===== src/hdl/rv_isa_pkg.sv =====
//################################################
// riscv encodings used by predecode
// major opcodes, rvc quadrants and funct3 codes,
// link registers and instruction lengths
//################################################

`default_nettype none

package rv_isa_pkg;

	// 32-bit major opcodes
	localparam logic [6:0] OPC_JAL    = 7'b1101111;
	localparam logic [6:0] OPC_JALR   = 7'b1100111;
	localparam logic [6:0] OPC_BRANCH = 7'b1100011;

	// low two bits, 11 marks a full-size instruction
	localparam logic [1:0] QUAD_RVI = 2'b11;
	localparam logic [1:0] C_Q1     = 2'b01;  // c.j, c.jal, c.beqz, c.bnez
	localparam logic [1:0] C_Q2     = 2'b10;  // c.jr, c.jalr

	// compressed funct3, bits 15:13
	localparam logic [2:0] C_OP_JAL  = 3'b001;  // rv32c slot
	localparam logic [2:0] C_OP_JR   = 3'b100;  // c.jr and c.jalr, split by bit 12
	localparam logic [2:0] C_OP_J    = 3'b101;
	localparam logic [2:0] C_OP_BEQZ = 3'b110;
	localparam logic [2:0] C_OP_BNEZ = 3'b111;

	// registers that matter for call/return detection
	localparam logic [4:0] REG_ZERO = 5'd0;
	localparam logic [4:0] REG_RA   = 5'd1;   // x1
	localparam logic [4:0] REG_T0   = 5'd5;   // x5, alternate link

	// instruction lengths in bytes
	localparam logic [2:0] LEN_RVI = 3'd4;
	localparam logic [2:0] LEN_RVC = 3'd2;

endpackage

`default_nettype wire


===== src/hdl/fe_cfg_pkg.sv =====
//################################################
// front-end configuration
// pc and fetch window widths, reset pc and
// return-address stack sizing
//################################################

`default_nettype none

package fe_cfg_pkg;

	localparam int unsigned XLEN    = 64;  // pc width
	localparam int unsigned FETCH_W = 64;  // memory response window
	localparam int unsigned ILEN    = 32;  // widest aligned instruction

	// bypass fifo entry holds pc plus window
	localparam int unsigned BYP_W = XLEN + FETCH_W;

	// first fetch after reset
	localparam logic [XLEN-1:0] RESET_PC = 64'h0000_0000_8000_0000;

	// return-address stack
	localparam int unsigned RAS_DEPTH = 4;
	localparam int unsigned RAS_PTR_W = $clog2(RAS_DEPTH);  // 2 for four entries

endpackage

`default_nettype wire

===== src/hdl/frontend_top.sv =====
//################################################
// fetch front end top
// pc generator and instruction queue between
// instruction memory and decoder
//################################################

`timescale 1ns/1ps
`default_nettype none

module frontend_top (
	input  wire                             CLK,
	input  wire                             rst_n_i,
	input  wire                             flush_i,
	input  wire  [fe_cfg_pkg::XLEN-1:0]     flush_pc_i,

	output logic                            imem_req_o,
	output logic [fe_cfg_pkg::XLEN-1:0]     imem_addr_o,
	input  wire                             imem_valid_i,
	input  wire  [fe_cfg_pkg::XLEN-1:0]     imem_pc_i,
	input  wire  [fe_cfg_pkg::FETCH_W-1:0]  imem_data_i,

	output logic                            dec_valid_o,
	input  wire                             dec_ready_i,
	output logic [fe_cfg_pkg::ILEN-1:0]     dec_instr_o,
	output logic [fe_cfg_pkg::XLEN-1:0]     dec_pc_o,
	output logic                            dec_is_rvc_o
);

	import fe_cfg_pkg::*;

	logic               fetch_ready;
	logic               resp_valid;
	logic [XLEN-1:0]    resp_pc;
	logic [FETCH_W-1:0] resp_data;
	logic               retire_valid;
	logic [XLEN-1:0]    retire_pc;
	logic               retire_jal;
	logic               retire_jalr;
	logic               retire_branch;
	logic               retire_call;
	logic               retire_ret;
	logic               retire_rvc;
	logic [XLEN-1:0]    retire_imm;

	pc_gen i_pc_gen (
		.CLK (CLK), .rst_n_i (rst_n_i), .flush_i (flush_i), .flush_pc_i (flush_pc_i),
		.fetch_ready_i (fetch_ready),
		.retire_valid_i (retire_valid), .retire_pc_i (retire_pc),
		.retire_jal_i (retire_jal), .retire_jalr_i (retire_jalr),
		.retire_branch_i (retire_branch), .retire_call_i (retire_call),
		.retire_ret_i (retire_ret), .retire_rvc_i (retire_rvc), .retire_imm_i (retire_imm),
		.imem_req_o (imem_req_o), .imem_addr_o (imem_addr_o),
		.imem_valid_i (imem_valid_i), .imem_pc_i (imem_pc_i), .imem_data_i (imem_data_i),
		.resp_valid_o (resp_valid), .resp_pc_o (resp_pc), .resp_data_o (resp_data)
	);

	instr_queue i_instr_queue (
		.CLK (CLK), .rst_n_i (rst_n_i), .flush_i (flush_i),
		.resp_valid_i (resp_valid), .resp_pc_i (resp_pc), .resp_data_i (resp_data),
		.fetch_ready_o (fetch_ready),
		.dec_valid_o (dec_valid_o), .dec_ready_i (dec_ready_i), .dec_instr_o (dec_instr_o),
		.dec_pc_o (dec_pc_o), .dec_is_rvc_o (dec_is_rvc_o),
		.retire_valid_o (retire_valid), .retire_pc_o (retire_pc),
		.retire_jal_o (retire_jal), .retire_jalr_o (retire_jalr),
		.retire_branch_o (retire_branch), .retire_call_o (retire_call),
		.retire_ret_o (retire_ret), .retire_rvc_o (retire_rvc), .retire_imm_o (retire_imm)
	);

endmodule

`default_nettype wire


===== src/hdl/pc_gen.sv =====
//################################################
// pc generator
// static next-pc prediction with a return stack,
// one outstanding fetch, stale response filter
//################################################

`timescale 1ns/1ps
`default_nettype none

module pc_gen (
	input  wire                             CLK,
	input  wire                             rst_n_i,
	input  wire                             flush_i,
	input  wire  [fe_cfg_pkg::XLEN-1:0]     flush_pc_i,
	input  wire                             fetch_ready_i,

	input  wire                             retire_valid_i,
	input  wire  [fe_cfg_pkg::XLEN-1:0]     retire_pc_i,
	input  wire                             retire_jal_i,
	input  wire                             retire_jalr_i,
	input  wire                             retire_branch_i,
	input  wire                             retire_call_i,
	input  wire                             retire_ret_i,
	input  wire                             retire_rvc_i,
	input  wire  [fe_cfg_pkg::XLEN-1:0]     retire_imm_i,

	output logic                            imem_req_o,
	output logic [fe_cfg_pkg::XLEN-1:0]     imem_addr_o,
	input  wire                             imem_valid_i,
	input  wire  [fe_cfg_pkg::XLEN-1:0]     imem_pc_i,
	input  wire  [fe_cfg_pkg::FETCH_W-1:0]  imem_data_i,

	output logic                            resp_valid_o,
	output logic [fe_cfg_pkg::XLEN-1:0]     resp_pc_o,
	output logic [fe_cfg_pkg::FETCH_W-1:0]  resp_data_o
);

	import fe_cfg_pkg::*;
	import rv_isa_pkg::*;

	logic [XLEN-1:0]      pc_q;       // next fetch pc
	logic                 req_q;      // request on the bus this cycle
	logic                 pend_q;     // fetch waiting to go out
	logic                 outst_q;    // response still owed
	logic                 stale_q;    // owed response belongs to flushed path
	logic [XLEN-1:0]      ras_q [RAS_DEPTH];
	logic [RAS_PTR_W-1:0] ras_ptr_q;  // next free slot
	logic [RAS_PTR_W-1:0] ras_top;
	logic [RAS_PTR_W:0]   ras_cnt_q;  // valid entries, saturates
	logic                 ras_empty;
	logic                 ras_full;
	logic [2:0]           seq_len;
	logic [XLEN-1:0]      seq_pc;
	logic [XLEN-1:0]      pred_pc;
	logic [XLEN-1:0]      tgt_pc;
	logic                 push;
	logic                 pop;
	logic                 drop;
	logic                 slot_free;
	logic                 want;
	logic                 go;

	assign ras_top   = ras_ptr_q - 1'b1;
	assign ras_empty = (ras_cnt_q == '0);
	assign ras_full  = (ras_cnt_q == (RAS_PTR_W+1)'(RAS_DEPTH));

	assign seq_len = retire_rvc_i ? LEN_RVC : LEN_RVI;
	assign seq_pc  = retire_pc_i + {{(XLEN-3){1'b0}}, seq_len};  // fall-through / link

	assign push = retire_valid_i & retire_call_i & ~flush_i;
	assign pop  = retire_valid_i & retire_jalr_i & retire_ret_i & ~ras_empty & ~flush_i;

	always_comb begin
		pred_pc = seq_pc;
		if (retire_jal_i || (retire_branch_i && retire_imm_i[XLEN-1])) begin
			pred_pc = retire_pc_i + retire_imm_i;  // jal or backward branch
		end else if (pop) begin
			pred_pc = ras_q[ras_top];
		end
	end

	// flush beats retire beats hold
	assign tgt_pc = flush_i ? flush_pc_i : (retire_valid_i ? pred_pc : pc_q);

	assign drop      = imem_valid_i & stale_q;
	assign slot_free = ~outst_q | imem_valid_i;
	assign want      = flush_i | retire_valid_i | pend_q;
	assign go        = want & slot_free & (fetch_ready_i | flush_i | drop);  // redirects skip backpressure

	always_ff @(posedge CLK) begin
		if (!rst_n_i) begin
			pc_q    <= RESET_PC;
			req_q   <= 1'b0;
			pend_q  <= 1'b1;  // boot fetch
			outst_q <= 1'b0;
			stale_q <= 1'b0;
		end else begin
			pc_q    <= tgt_pc;
			req_q   <= go;
			pend_q  <= want & ~go;
			outst_q <= go | (outst_q & ~imem_valid_i);
			stale_q <= outst_q & ~imem_valid_i & (stale_q | flush_i);
		end
	end

	always_ff @(posedge CLK) begin
		if (!rst_n_i) begin
			ras_ptr_q <= '0;
			ras_cnt_q <= '0;
		end else if (push) begin
			ras_ptr_q <= ras_ptr_q + 1'b1;  // wraps, oldest entry lost
			if (!ras_full) begin
				ras_cnt_q <= ras_cnt_q + 1'b1;
			end
		end else if (pop) begin
			ras_ptr_q <= ras_top;
			ras_cnt_q <= ras_cnt_q - 1'b1;
		end
	end

	always_ff @(posedge CLK) begin
		if (push) begin
			ras_q[ras_ptr_q] <= seq_pc;
		end
	end

	assign imem_req_o  = req_q;
	assign imem_addr_o = pc_q;  // pc_q equals the issued address while req_q is high

	assign resp_valid_o = imem_valid_i & ~stale_q;
	assign resp_pc_o    = imem_pc_i;
	assign resp_data_o  = imem_data_i;

endmodule

`default_nettype wire


===== src/hdl/instr_queue.sv =====
//################################################
// instruction queue
// aligns the fetched window, predecodes it and
// registers the result toward the decoder
//################################################

`timescale 1ns/1ps
`default_nettype none

module instr_queue (
	input  wire                             CLK,
	input  wire                             rst_n_i,
	input  wire                             flush_i,

	input  wire                             resp_valid_i,
	input  wire  [fe_cfg_pkg::XLEN-1:0]     resp_pc_i,
	input  wire  [fe_cfg_pkg::FETCH_W-1:0]  resp_data_i,
	output logic                            fetch_ready_o,

	output logic                            dec_valid_o,
	input  wire                             dec_ready_i,
	output logic [fe_cfg_pkg::ILEN-1:0]     dec_instr_o,
	output logic [fe_cfg_pkg::XLEN-1:0]     dec_pc_o,
	output logic                            dec_is_rvc_o,

	output logic                            retire_valid_o,
	output logic [fe_cfg_pkg::XLEN-1:0]     retire_pc_o,
	output logic                            retire_jal_o,
	output logic                            retire_jalr_o,
	output logic                            retire_branch_o,
	output logic                            retire_call_o,
	output logic                            retire_ret_o,
	output logic                            retire_rvc_o,
	output logic [fe_cfg_pkg::XLEN-1:0]     retire_imm_o
);

	import fe_cfg_pkg::*;
	import rv_isa_pkg::*;

	logic               fifo_empty;
	logic               fifo_valid;
	logic [BYP_W-1:0]   fifo_data;
	logic [XLEN-1:0]    win_pc;
	logic [FETCH_W-1:0] win;
	logic [ILEN-1:0]    align_instr;
	logic               is_rvc;
	logic               pd_jal;
	logic               pd_jalr;
	logic               pd_branch;
	logic               pd_call;
	logic               pd_ret;
	logic [XLEN-1:0]    pd_imm;
	logic [XLEN-1:0]    pc_q;
	logic               rvc_q;

	bypass_fifo i_bypass_fifo (
		.CLK     (CLK),
		.rst_n_i (rst_n_i),
		.flush_i (flush_i),
		.valid_i (resp_valid_i),
		.data_i  ({resp_pc_i, resp_data_i}),
		.empty_o (fifo_empty),
		.valid_o (fifo_valid),
		.data_o  (fifo_data),
		.ready_i (dec_ready_i)
	);

	assign fetch_ready_o = fifo_empty & dec_ready_i;  // room for the next window

	assign win_pc = fifo_data[BYP_W-1 -: XLEN];
	assign win    = fifo_data[FETCH_W-1:0];

	// window starts word aligned, pc[1] picks the upper halfword start
	assign align_instr = win_pc[1] ? win[16 +: ILEN] : win[0 +: ILEN];
	assign is_rvc      = (align_instr[1:0] != QUAD_RVI);

	pre_decode i_pre_decode (
		.instr_i  (align_instr),
		.is_rvc_i (is_rvc),
		.jal_o    (pd_jal),
		.jalr_o   (pd_jalr),
		.branch_o (pd_branch),
		.call_o   (pd_call),
		.ret_o    (pd_ret),
		.imm_o    (pd_imm)
	);

	always_ff @(posedge CLK) begin
		if (!rst_n_i) begin
			dec_valid_o <= 1'b0;
		end else if (flush_i) begin
			dec_valid_o <= 1'b0;  // kill whatever sits at the decoder
		end else if (dec_ready_i) begin
			dec_valid_o <= fifo_valid;
		end
	end

	// payload moves only when the decoder takes, so it holds under stall
	always_ff @(posedge CLK) begin
		if (dec_ready_i) begin
			dec_instr_o     <= align_instr;
			pc_q            <= win_pc;
			rvc_q           <= is_rvc;
			retire_jal_o    <= pd_jal;
			retire_jalr_o   <= pd_jalr;
			retire_branch_o <= pd_branch;
			retire_call_o   <= pd_call;
			retire_ret_o    <= pd_ret;
			retire_imm_o    <= pd_imm;
		end
	end

	assign dec_pc_o     = pc_q;
	assign dec_is_rvc_o = rvc_q;

	// one strobe per decoder transfer
	assign retire_valid_o = dec_valid_o & dec_ready_i;
	assign retire_pc_o    = pc_q;
	assign retire_rvc_o   = rvc_q;

endmodule

`default_nettype wire


===== src/hdl/pre_decode.sv =====
//################################################
// control-flow predecode
// spots jal, jalr, branches, calls and returns in
// rvi and rvc form and builds the offset
//################################################

`timescale 1ns/1ps
`default_nettype none

module pre_decode (
	input  wire  [fe_cfg_pkg::ILEN-1:0]     instr_i,
	input  wire                             is_rvc_i,

	output logic                            jal_o,
	output logic                            jalr_o,
	output logic                            branch_o,
	output logic                            call_o,
	output logic                            ret_o,
	output logic [fe_cfg_pkg::XLEN-1:0]     imm_o
);

	import fe_cfg_pkg::*;
	import rv_isa_pkg::*;

	logic [6:0]      opc;
	logic [4:0]      rd;
	logic [4:0]      rs1;
	logic [1:0]      c_quad;
	logic [2:0]      c_f3;
	logic [4:0]      c_rs1;      // also rd for cr format
	logic [4:0]      c_rs2;
	logic            i_jal;
	logic            i_jalr;
	logic            i_br;
	logic            c_j;
	logic            c_jal;
	logic            c_jr;
	logic            c_jalr;
	logic            c_br;
	logic            cr_jump;    // c.jr / c.jalr shared pattern
	logic [XLEN-1:0] imm_j;
	logic [XLEN-1:0] imm_b;
	logic [XLEN-1:0] imm_cj;
	logic [XLEN-1:0] imm_cb;

	function automatic logic is_link(input logic [4:0] r);
		return (r == REG_RA) || (r == REG_T0);
	endfunction

	// field extraction
	assign opc    = instr_i[6:0];
	assign rd     = instr_i[11:7];
	assign rs1    = instr_i[19:15];
	assign c_quad = instr_i[1:0];
	assign c_f3   = instr_i[15:13];
	assign c_rs1  = instr_i[11:7];
	assign c_rs2  = instr_i[6:2];

	// full-size forms
	assign i_jal  = ~is_rvc_i & (opc == OPC_JAL);
	assign i_jalr = ~is_rvc_i & (opc == OPC_JALR);
	assign i_br   = ~is_rvc_i & (opc == OPC_BRANCH);

	// compressed forms
	assign c_j   = is_rvc_i & (c_quad == C_Q1) & (c_f3 == C_OP_J);
	assign c_jal = is_rvc_i & (c_quad == C_Q1) & (c_f3 == C_OP_JAL);
	assign c_br  = is_rvc_i & (c_quad == C_Q1)
		& ((c_f3 == C_OP_BEQZ) | (c_f3 == C_OP_BNEZ));

	// rs2 == 0 and rs1 != 0, otherwise mv/add/ebreak
	assign cr_jump = is_rvc_i & (c_quad == C_Q2) & (c_f3 == C_OP_JR)
		& (c_rs2 == REG_ZERO) & (c_rs1 != REG_ZERO);
	assign c_jr   = cr_jump & ~instr_i[12];
	assign c_jalr = cr_jump &  instr_i[12];  // links to ra

	// sign-extended offsets
	assign imm_j  = {{44{instr_i[31]}}, instr_i[19:12], instr_i[20], instr_i[30:21], 1'b0};
	assign imm_b  = {{52{instr_i[31]}}, instr_i[7], instr_i[30:25], instr_i[11:8], 1'b0};
	assign imm_cj = {{52{instr_i[12]}}, instr_i[12], instr_i[8], instr_i[10:9], instr_i[6],
		instr_i[7], instr_i[2], instr_i[11], instr_i[5:3], 1'b0};
	assign imm_cb = {{55{instr_i[12]}}, instr_i[12], instr_i[6:5], instr_i[2],
		instr_i[11:10], instr_i[4:3], 1'b0};

	assign jal_o    = i_jal | c_j | c_jal;
	assign jalr_o   = i_jalr | c_jr | c_jalr;
	assign branch_o = i_br | c_br;

	// calls write a link reg, c.jal and c.jalr always write ra
	assign call_o = ((i_jal | i_jalr) & is_link(rd)) | c_jal | c_jalr;

	// return reads a link reg and writes none
	assign ret_o = (i_jalr & is_link(rs1) & ~is_link(rd)) | (c_jr & is_link(c_rs1));

	always_comb begin
		if (is_rvc_i) begin
			imm_o = c_br ? imm_cb : imm_cj;
		end else begin
			imm_o = i_br ? imm_b : imm_j;  // jalr target not predicted
		end
	end

endmodule

`default_nettype wire


===== src/hdl/bypass_fifo.sv =====
//################################################
// single-entry bypass fifo
// passes data through when empty and the consumer
// is ready, otherwise holds it until taken
//################################################

`timescale 1ns/1ps
`default_nettype none

module bypass_fifo (
	input  wire                             CLK,
	input  wire                             rst_n_i,
	input  wire                             flush_i,

	input  wire                             valid_i,
	input  wire  [fe_cfg_pkg::BYP_W-1:0]    data_i,
	output logic                            empty_o,

	output logic                            valid_o,
	output logic [fe_cfg_pkg::BYP_W-1:0]    data_o,
	input  wire                             ready_i
);

	import fe_cfg_pkg::*;

	logic             full_q;   // entry occupied
	logic [BYP_W-1:0] data_q;   // held payload
	logic             pass;     // input goes straight out
	logic             store;    // input lands in the entry

	assign pass = ~full_q & ready_i;

	// when full, a new word only fits if the old one leaves this cycle
	// producer never sends into a full, stalled entry
	assign store = valid_i & ~pass & (~full_q | ready_i);

	always_ff @(posedge CLK) begin
		if (!rst_n_i) begin
			full_q <= 1'b0;
		end else if (flush_i) begin
			full_q <= 1'b0;  // drop queued window
		end else if (store) begin
			full_q <= 1'b1;
		end else if (ready_i) begin
			full_q <= 1'b0;  // drained
		end
	end

	always_ff @(posedge CLK) begin
		if (store) begin
			data_q <= data_i;
		end
	end

	assign empty_o = ~full_q;
	assign valid_o = full_q | valid_i;
	assign data_o  = full_q ? data_q : data_i;  // held entry first

endmodule

`default_nettype wire


===== config.mk =====
export PLATFORM = sky130hd
export DESIGN_NAME = frontend_top
export DESIGN_NICKNAME = d
export VERILOG_FILES = /design/src/hdl/rv_isa_pkg.sv /design/src/hdl/fe_cfg_pkg.sv /design/src/hdl/frontend_top.sv /design/src/hdl/pc_gen.sv /design/src/hdl/instr_queue.sv /design/src/hdl/pre_decode.sv /design/src/hdl/bypass_fifo.sv
export SDC_FILE = /design/constraint.sdc
export NUM_CORES = 1
export LEC_CHECK = 0
export ABC_CLOCK_PERIOD_IN_PS = 10200
export BUFFER_PORTS_ARGS = -buffer_cell sky130_fd_sc_hd__buf_2
export CAP_MARGIN = 20
export CORE_UTILIZATION = 50
export CTS_BUF_LIST = sky130_fd_sc_hd__clkbuf_8
export CTS_CLUSTER_DIAMETER = 120
export DETAILED_ROUTE_END_ITERATION = 16
export PLACE_DENSITY_LB_ADDON = 0.05
export SLEW_MARGIN = 10
export SYNTH_ARGS = -nofsm -noshare
export SYNTH_HDL_FRONTEND = slang
export SYNTH_SLANG_ARGS = --single-unit

===== constraint.sdc =====
create_clock -name CLK -period 10.2 [get_ports CLK]
set_clock_uncertainty 0.2 [all_clocks]
set_input_delay 2.04 -clock CLK [delete_from_list [all_inputs] [get_ports CLK]]
set_output_delay 2.04 -clock CLK [all_outputs]
set_load 0.01 [all_outputs]

==> flow_summary.ini, run 1 <==
[global_routing]
grt_pass1_wl_um = 126000
grt_usage_pct = 29.7
grt_max_degree = 72
overflow = 0
grt_pass1_vias = 20500
antenna_found_initial = 3

[logic_synthesis]
synthArstFlopShare_pct = 0
ys_seq_elements = 565
mappedNetlistNets = 2527
synth_area_leaders = edfxtp_1 (53%), dfxtp_1 (5.4%), mux4_2 (5.1%)
yosys.area.top_type = edfxtp_1
yosys_warnings = 0
synth_top_cell_area_share_pct = 52.6
synth.distinct_cells = 82
netlist_area_um2 = 28000
syn_inst = 2259
avgSynthCellArea_um2 = 12.4
synth-edff-count = 490
ys_seq_area_share_pct = 57.9
synth-main-ff-cell = edfxtp_1

[timing]
max_freq_mhz = 174
fin_crit_sh_pct = 56.5
tns_ns = 0
period_minus_slack_ns = 5.76
drv_slew = 0
rsz0062_at_grt = no
finalSetupViolCount = 0
hold_ws_ns = 0.262
relSlewSlack_pct = 28.7
finalHoldViolations = 0
worst_pin_slew_ns = 1.07

[finish]
mostFrequentLayoutCells = edfxtp_1 (490), buf_2 (341), nand2_1 (201), nor2_1 (171), a21oi_1 (145)
stdcell_count = 3436
post_route_cells_drive_above_1_share_pct = 25.4
syn_to_final_growth_pct = 15.5
num-nets-final = 2873
nFillCells = 4681
design_area_um2 = 32300
layout.cells.most_common = edfxtp_1

[cts]
cts_root_buf = clkbuf_8
numCtsBuffers = 95
cts_resized = 0
clockBufferDepth = 3
hold_buffers = 0
clk_latency_ns = 0.69
cts_tree = done
clk_pin_slew_worst_paths_ns = 0.06
cts_max_level = 3
post-cts-setup-buffer-count = 0
cts.sinks = 565

[power_and_ir_drop]
clkPwrFrac_pct = 35.8
leakagePower_nw = 12.1
power_switching_mw = 1.52
p_comb_share_pct = 15.2
power.internal_mw = 3.96
netSwitchingFraction_pct = 27.8
total_power_mw = 5.48
power.density_nw_per_um2 = 170
p_seq_share_pct = 49.0
ir_worst_vdd_mv = 0.124

[critical_path]
critPathKind = in2reg
crit_slowest_cell = nor2_2
worst-path-buf-inv = 4
reg2reg_slack_ns = 5.57
critPathArrivalTime_ns = 6.11
cpPeakStageDelay_ns = 0.97
cp.required_ns = 10.55
startpoint_type = input pin
critPathTopFamily = simple AND/OR/NAND/NOR gates
worstPathCellList = buf_4 -> inv_1 -> buf_4 -> nand2_1 -> nor2_2 -> buf_4 -> nor2_1 -> a221oi_1 -> a211oi_1 -> a21oi_1 -> o22ai_1
r2r_end = i_pc_gen.imem_addr_o[27]$_SDFFE_PN0P_
cp_common_cell = buf_4
critPathCaptureType = register
path_max_fanout = 47
rr_worst_depth = 9
r2r-start = i_pc_gen.ras_ptr_q[0]$_SDFFE_PN0P_

[die]
fp.dieW_um = 239
start_util_pct = 50.7
coreArea_um2 = 55200
ios = 360
dieArea_um2 = 56900
rows = 86
die_h_um = 239

[detailed_routing]
first_iter_violations = 1734
drc = 0
wl_per_cell_um = 24.8
drt-total-wl_um = 85300
drtAntennaViolNets = 0
num_vias = 20500
dr.pass1.iters = 5
routed_via_density = 5.98

[placed_design]
place_congestion = 0.952
dpl.hpwl_um = 58800
placed_area_um2 = 30400
dp_cells = 3256
portBuffers = 343

[hold_path]
hold_end = i_pc_gen.imem_addr_o[43]$_SDFFE_PN0P_
holdPathStages = 2
min_from = i_pc_gen.imem_addr_o[43]$_SDFFE_PN0P_
hp-class = reg2reg

[outcome]
status = completed

[job]
cap_violations = 0
[registers in the layout (all words and copies together), names as in the netlist, 2 cells and up]
name,flops
i_pc_gen.imem_addr_o,64
i_pc_gen.ras_ptr_q,2
i_instr_queue.dec_instr_o,32
i_instr_queue.dec_pc_o,64
i_instr_queue.retire_imm_o,20
i_instr_queue.i_bypass_fifo.data_q,112
i_pc_gen.ras_cnt_q,3
i_pc_gen.ras_q,256
[worst max-delay path by stage]
stage / start / endpoint / slack, ns / depth (start not counted)
6_report: flush_i / i_pc_gen.imem_addr_o[60]$_SDFFE_PN0P_ / 4.44 / 11
5_1_grt: flush_i / i_pc_gen.imem_addr_o[60]$_SDFFE_PN0P_ / 4.28 / 11
4_1_cts: flush_i / i_pc_gen.imem_addr_o[60]$_SDFFE_PN0P_ / 4.57 / 11
3_5_place_dp: flush_i / i_pc_gen.imem_addr_o[60]$_SDFFE_PN0P_ / 3.82 / 11
3_3_place_gp: flush_i / i_pc_gen.imem_addr_o[63]$_SDFFE_PN0P_ / 3.88 / 11
2_1_floorplan: dec_ready_i / i_instr_queue.i_bypass_fifo.data_q[0]$_DFFE_PP_ / 2.57 / 2
[metal layers]
layer	global-route usage [%]	up-vias	wire, um
met5	0	-	0
met4	9.50	0	1980
met3	4.53	117	5200
met2	49.4	738	41400
met1	40.1	10300	36600
li1	-	9381	-
[cells in the mapped netlist (5+ instances only)]
| library cell | count |
|---|---|
| and2_1 | 16 |
| nand3_1 | 54 |
| mux2_2 | 93 |
| and3_1 | 26 |
| buf_2 | 6 |
| o21ai_1 | 9 |
| nor2b_1 | 19 |
| mux4_2 | 64 |
| a21o_1 | 38 |
| dfxtp_1 | 75 |
| mux2i_1 | 39 |
| and4_1 | 9 |
| a31oi_1 | 14 |
| a21boi_0 | 5 |
| a21oi_1 | 146 |
| a32oi_1 | 6 |
| ha_1 | 68 |
| xor2_1 | 46 |
| a211oi_1 | 47 |
| xnor2_1 | 64 |
| a311oi_1 | 11 |
| nor3_1 | 41 |
| nand4_1 | 29 |
| or3_1 | 27 |
| o21bai_1 | 18 |
| o31ai_1 | 7 |
| o21ai_0 | 98 |
| nand2_1 | 201 |
| a221oi_1 | 11 |
| o21a_1 | 16 |
| nor4_1 | 10 |
| buf_1 | 26 |
| edfxtp_1 | 490 |
| inv_1 | 44 |
| clkbuf_1 | 92 |
| o211ai_1 | 26 |
| nand2b_1 | 10 |
| nor2_1 | 173 |
| a41oi_1 | 5 |
[stage by stage]
| stage | util [%] | setup WS [ns] |
|---|---|---|
| global placement | 55.2 | 3.88 |
| finish | 58.5 | 4.44 |
| CTS | 58.5 | 4.57 |
| floorplan | - | 2.57 |
| global route | 58.5 | 4.28 |
| detailed placement | 55.2 | 3.82 |
[worst register-to-register path: cells and delay by family (launching register included)]
family          cells  cell delay (ns)
fa+ha+maj           1             1.00
buf+inv             2             0.93
mux                 1             0.36
flops               1             0.97
simple gates        2             0.25
compound gates      3             0.86
[power by group through the flow]
stage / Combinational, mW / Sequential [mW] / Clock, mW
global placement: 0.815 / 2.73 / 0
floorplan: 0.509 / 2.73 / 0
detailed placement: 0.821 / 2.73 / 0
CTS: 0.826 / 2.69 / 2.01
finish: 0.832 / 2.69 / 1.96
global route: 0.908 / 2.69 / 2.10
[area by class of cell]
cell class                      count  area (um^2)  area share, %
Tap cell                          748          936           2.90
Inverter                           45          169          0.523
Multi-Input combinational cell   1524        11200           34.5
Antenna cell                        3         7.51         0.0232
Sequential cell                   565        16200           50.2
Timing Repair Buffer              374         1960           6.06
Clock buffer                      110         1510           4.68
Clock inverter                     67          349           1.08
[cells by family after synthesis]
family,synth area share (%)
muxes,10.3
adders and majority gates,3.29
xor gates and xnor gates,3.56
and+or+nand+nor,10.7
buffers and inverters,2.32
DFF,57.9
AOI/OAI and AO/OA,11.9
Note: power is estimated with default switching activity, not from simulation.
==> inputs of run 2 (changes only) <==
--- a/config.mk
+++ b/config.mk
@@ -5,7 +5,7 @@
 export SDC_FILE = /design/constraint.sdc
 export NUM_CORES = 1
 export LEC_CHECK = 0
-export ABC_CLOCK_PERIOD_IN_PS = 10200
+export ABC_CLOCK_PERIOD_IN_PS = 5290
 export BUFFER_PORTS_ARGS = -buffer_cell sky130_fd_sc_hd__buf_2
 export CAP_MARGIN = 20
 export CORE_UTILIZATION = 50
==> constraint.sdc (replaced) <==
create_clock -name CLK -period 5.29 [get_ports CLK]
set_clock_uncertainty 0.2 [all_clocks]
set_input_delay 1.058 -clock CLK [delete_from_list [all_inputs] [get_ports CLK]]
set_output_delay 1.058 -clock CLK [all_outputs]
set_load 0.01 [all_outputs]
==> run 2 against run 1 <==
Against the previous run: via count is 0.23% lower; sequential cell count stayed put; routed wire length is 0.21% lower; global-route usage hardly changed; register-to-register slack worse by 4.4 ns; total power is 94% higher; non-clock buffer count is 13 higher; highest routed layer unchanged; design area is 0.84% higher; utilization is 0.49 points higher; clock-buffer cell count is 4 lower; critical endpoint is now i_pc_gen.imem_addr_o[50]$_SDFFE_PN0P_.
==> flow_summary.ini, run 2 (synthesized netlist as in run 1, its figures left out) <==
[finish]
num-nets-final = 2888
seq_area_um2 = 16200
nFillCells = 4661
regMostFlops = i_pc_gen.ras_q
top_regs = i_pc_gen.ras_q (256), i_instr_queue.i_bypass_fifo.data_q (112)
layout.cells.most_common = edfxtp_1
multiInputGateArea_um2 = 11200
post_route_cells_drive_above_1_share_pct = 25.8
post-route-util_pct = 59.0
syn_to_final_growth_pct = 16.4
largest_reg_flops = 256
mostFrequentLayoutCells = edfxtp_1 (490), buf_2 (341), nand2_1 (201), nor2_1 (171), a21oi_1 (145)

[critical_path]
critPathKind = reg2reg
path_max_fanout = 11
cp.required_ns = 5.68
critPathCaptureType = register
rr_worst_depth = 10
reg2reg_slack_ns = 1.15
r2r-start = i_instr_queue.retire_imm_o[62]$_DFFE_PP_
critPathArrivalTime_ns = 4.53
startpoint_type = register
r2r_end = i_pc_gen.imem_addr_o[50]$_SDFFE_PN0P_

[global_routing]
grt_pass1_wl_um = 125000
antenna_found_initial = 3
grt_usage_pct = 29.7
grt_max_degree = 71
grt_pass1_vias = 20300
overflow = 0

[placed_design]
place_congestion = 0.935
dpl.hpwl_um = 58400
portBuffers = 343

[die]
rows = 86
fp.dieW_um = 239
ios = 360
start_util_pct = 50.7
coreArea_um2 = 55200
dieArea_um2 = 56900
die_h_um = 239

[job]
cap_violations = 0

[detailed_routing]
dr.pass1.iters = 5
drc = 0
routed_via_density = 5.94
num_vias = 20500
drtAntennaViolNets = 0
drt-total-wl_um = 85100
first_iter_violations = 1543
wl_per_cell_um = 24.6

[cts]
clk_pin_slew_worst_paths_ns = 0.06
post-cts-setup-buffer-count = 0
cts_root_buf = clkbuf_8
clockBufferDepth = 3
numCtsBuffers = 97
cts_max_level = 3
cts_tree = done
cts_resized = 0
hold_buffers = 0
cts.sinks = 565
clk_latency_ns = 0.70

[timing]
finalHoldViolations = 0
finalSetupViolCount = 0
period_minus_slack_ns = 4.14
relSlewSlack_pct = 34.5
fin_crit_sh_pct = 78.4
max_freq_mhz = 241
drv_slew = 0
worst_pin_slew_ns = 0.978
tns_ns = 0
rsz0062_at_grt = no

[power_and_ir_drop]
ir_worst_vdd_mv = 0.272
power.density_nw_per_um2 = 327
leakagePower_nw = 12.2

[outcome]
status = completed

[hold_path]
holdPathStages = 2
min_from = i_pc_gen.imem_addr_o[43]$_SDFFE_PN0P_
hp-class = reg2reg
hold_end = i_pc_gen.imem_addr_o[43]$_SDFFE_PN0P_
==> run 2: report_power, final <==
part / total (mW) / switching, mW / leakage (nW) / internal, mW
Sequential: 5.18 / 0.139 / 5.17 / 5.04
Combinational: 1.61 / 1.00 / 5.92 / 0.612
Clock: 3.85 / 1.81 / 1.13 / 2.05
==> run 2: per-layer routing <==
metal	part of all wire, %	GRT usage [%]
met2	48	48.6
met1	42	39.8
met4	2.8	10.8
met5	0	0
met3	6.5	5.10
==> run 2: worst max path at each step <==
stage	cells past startpoint	slack [ns]	end	from
after floorplan	7	1.05	i_instr_queue.i_bypass_fifo.data_q[0]$_DFFE_PP_	i_instr_queue.i_bypass_fifo.full_q$_SDFFE_PP0P_
after global routing	13	0.79	i_pc_gen.imem_addr_o[58]$_SDFFE_PN0P_	i_instr_queue.retire_imm_o[62]$_DFFE_PP_
after detailed placement	8	1.11	i_instr_queue.retire_imm_o[4]$_DFFE_PP_	imem_pc_i[1]
after global placement	8	1.17	i_instr_queue.retire_imm_o[4]$_DFFE_PP_	imem_pc_i[1]
after CTS	13	1.16	i_pc_gen.imem_addr_o[58]$_SDFFE_PN0P_	i_instr_queue.retire_imm_o[62]$_DFFE_PP_
final	10	1.15	i_pc_gen.imem_addr_o[50]$_SDFFE_PN0P_	i_instr_queue.retire_imm_o[62]$_DFFE_PP_
==> run 2: critical path, cell delays in order, from the launching register on <==
cell	delay (ns)
edfxtp_1	0.65
ha_1	0.57
and4_1	0.28
nand2_1	0.09
a2111oi_1	0.83
o31ai_1	0.20
a21oi_1	0.33
a21oi_1	0.16
o21bai_1	0.20
xnor2_1	0.15
a2111oi_0	0.39
==> run 2: through the flow <==
step           setup slack (ns)  hold slack, ns  cell area (um^2)  power, mW  std cells
2_1_floorplan              1.05           0.267             28000       6.24       2259
3_3_place_gp               1.17           0.243             30700       6.85       3269
3_5_place_dp               1.11           0.253             30700       6.86       3269
4_1_cts                    1.16           0.266             32600       10.7       3449
5_1_grt                   0.792           0.274             32600       11.1       3451
6_report                   1.15           0.257             32600       10.6       3452
==> run 2: final cells by class <==
type | instances | area share [%]
sequential | 565 | 49.8
inverter | 45 | 0.518
multi-input combinational | 1524 | 34.3
antenna | 3 | 0.0230
tap | 748 | 2.87
clock buffer | 106 | 4.48
timing repair buffer | 387 | 6.69
clock inverter | 74 | 1.36
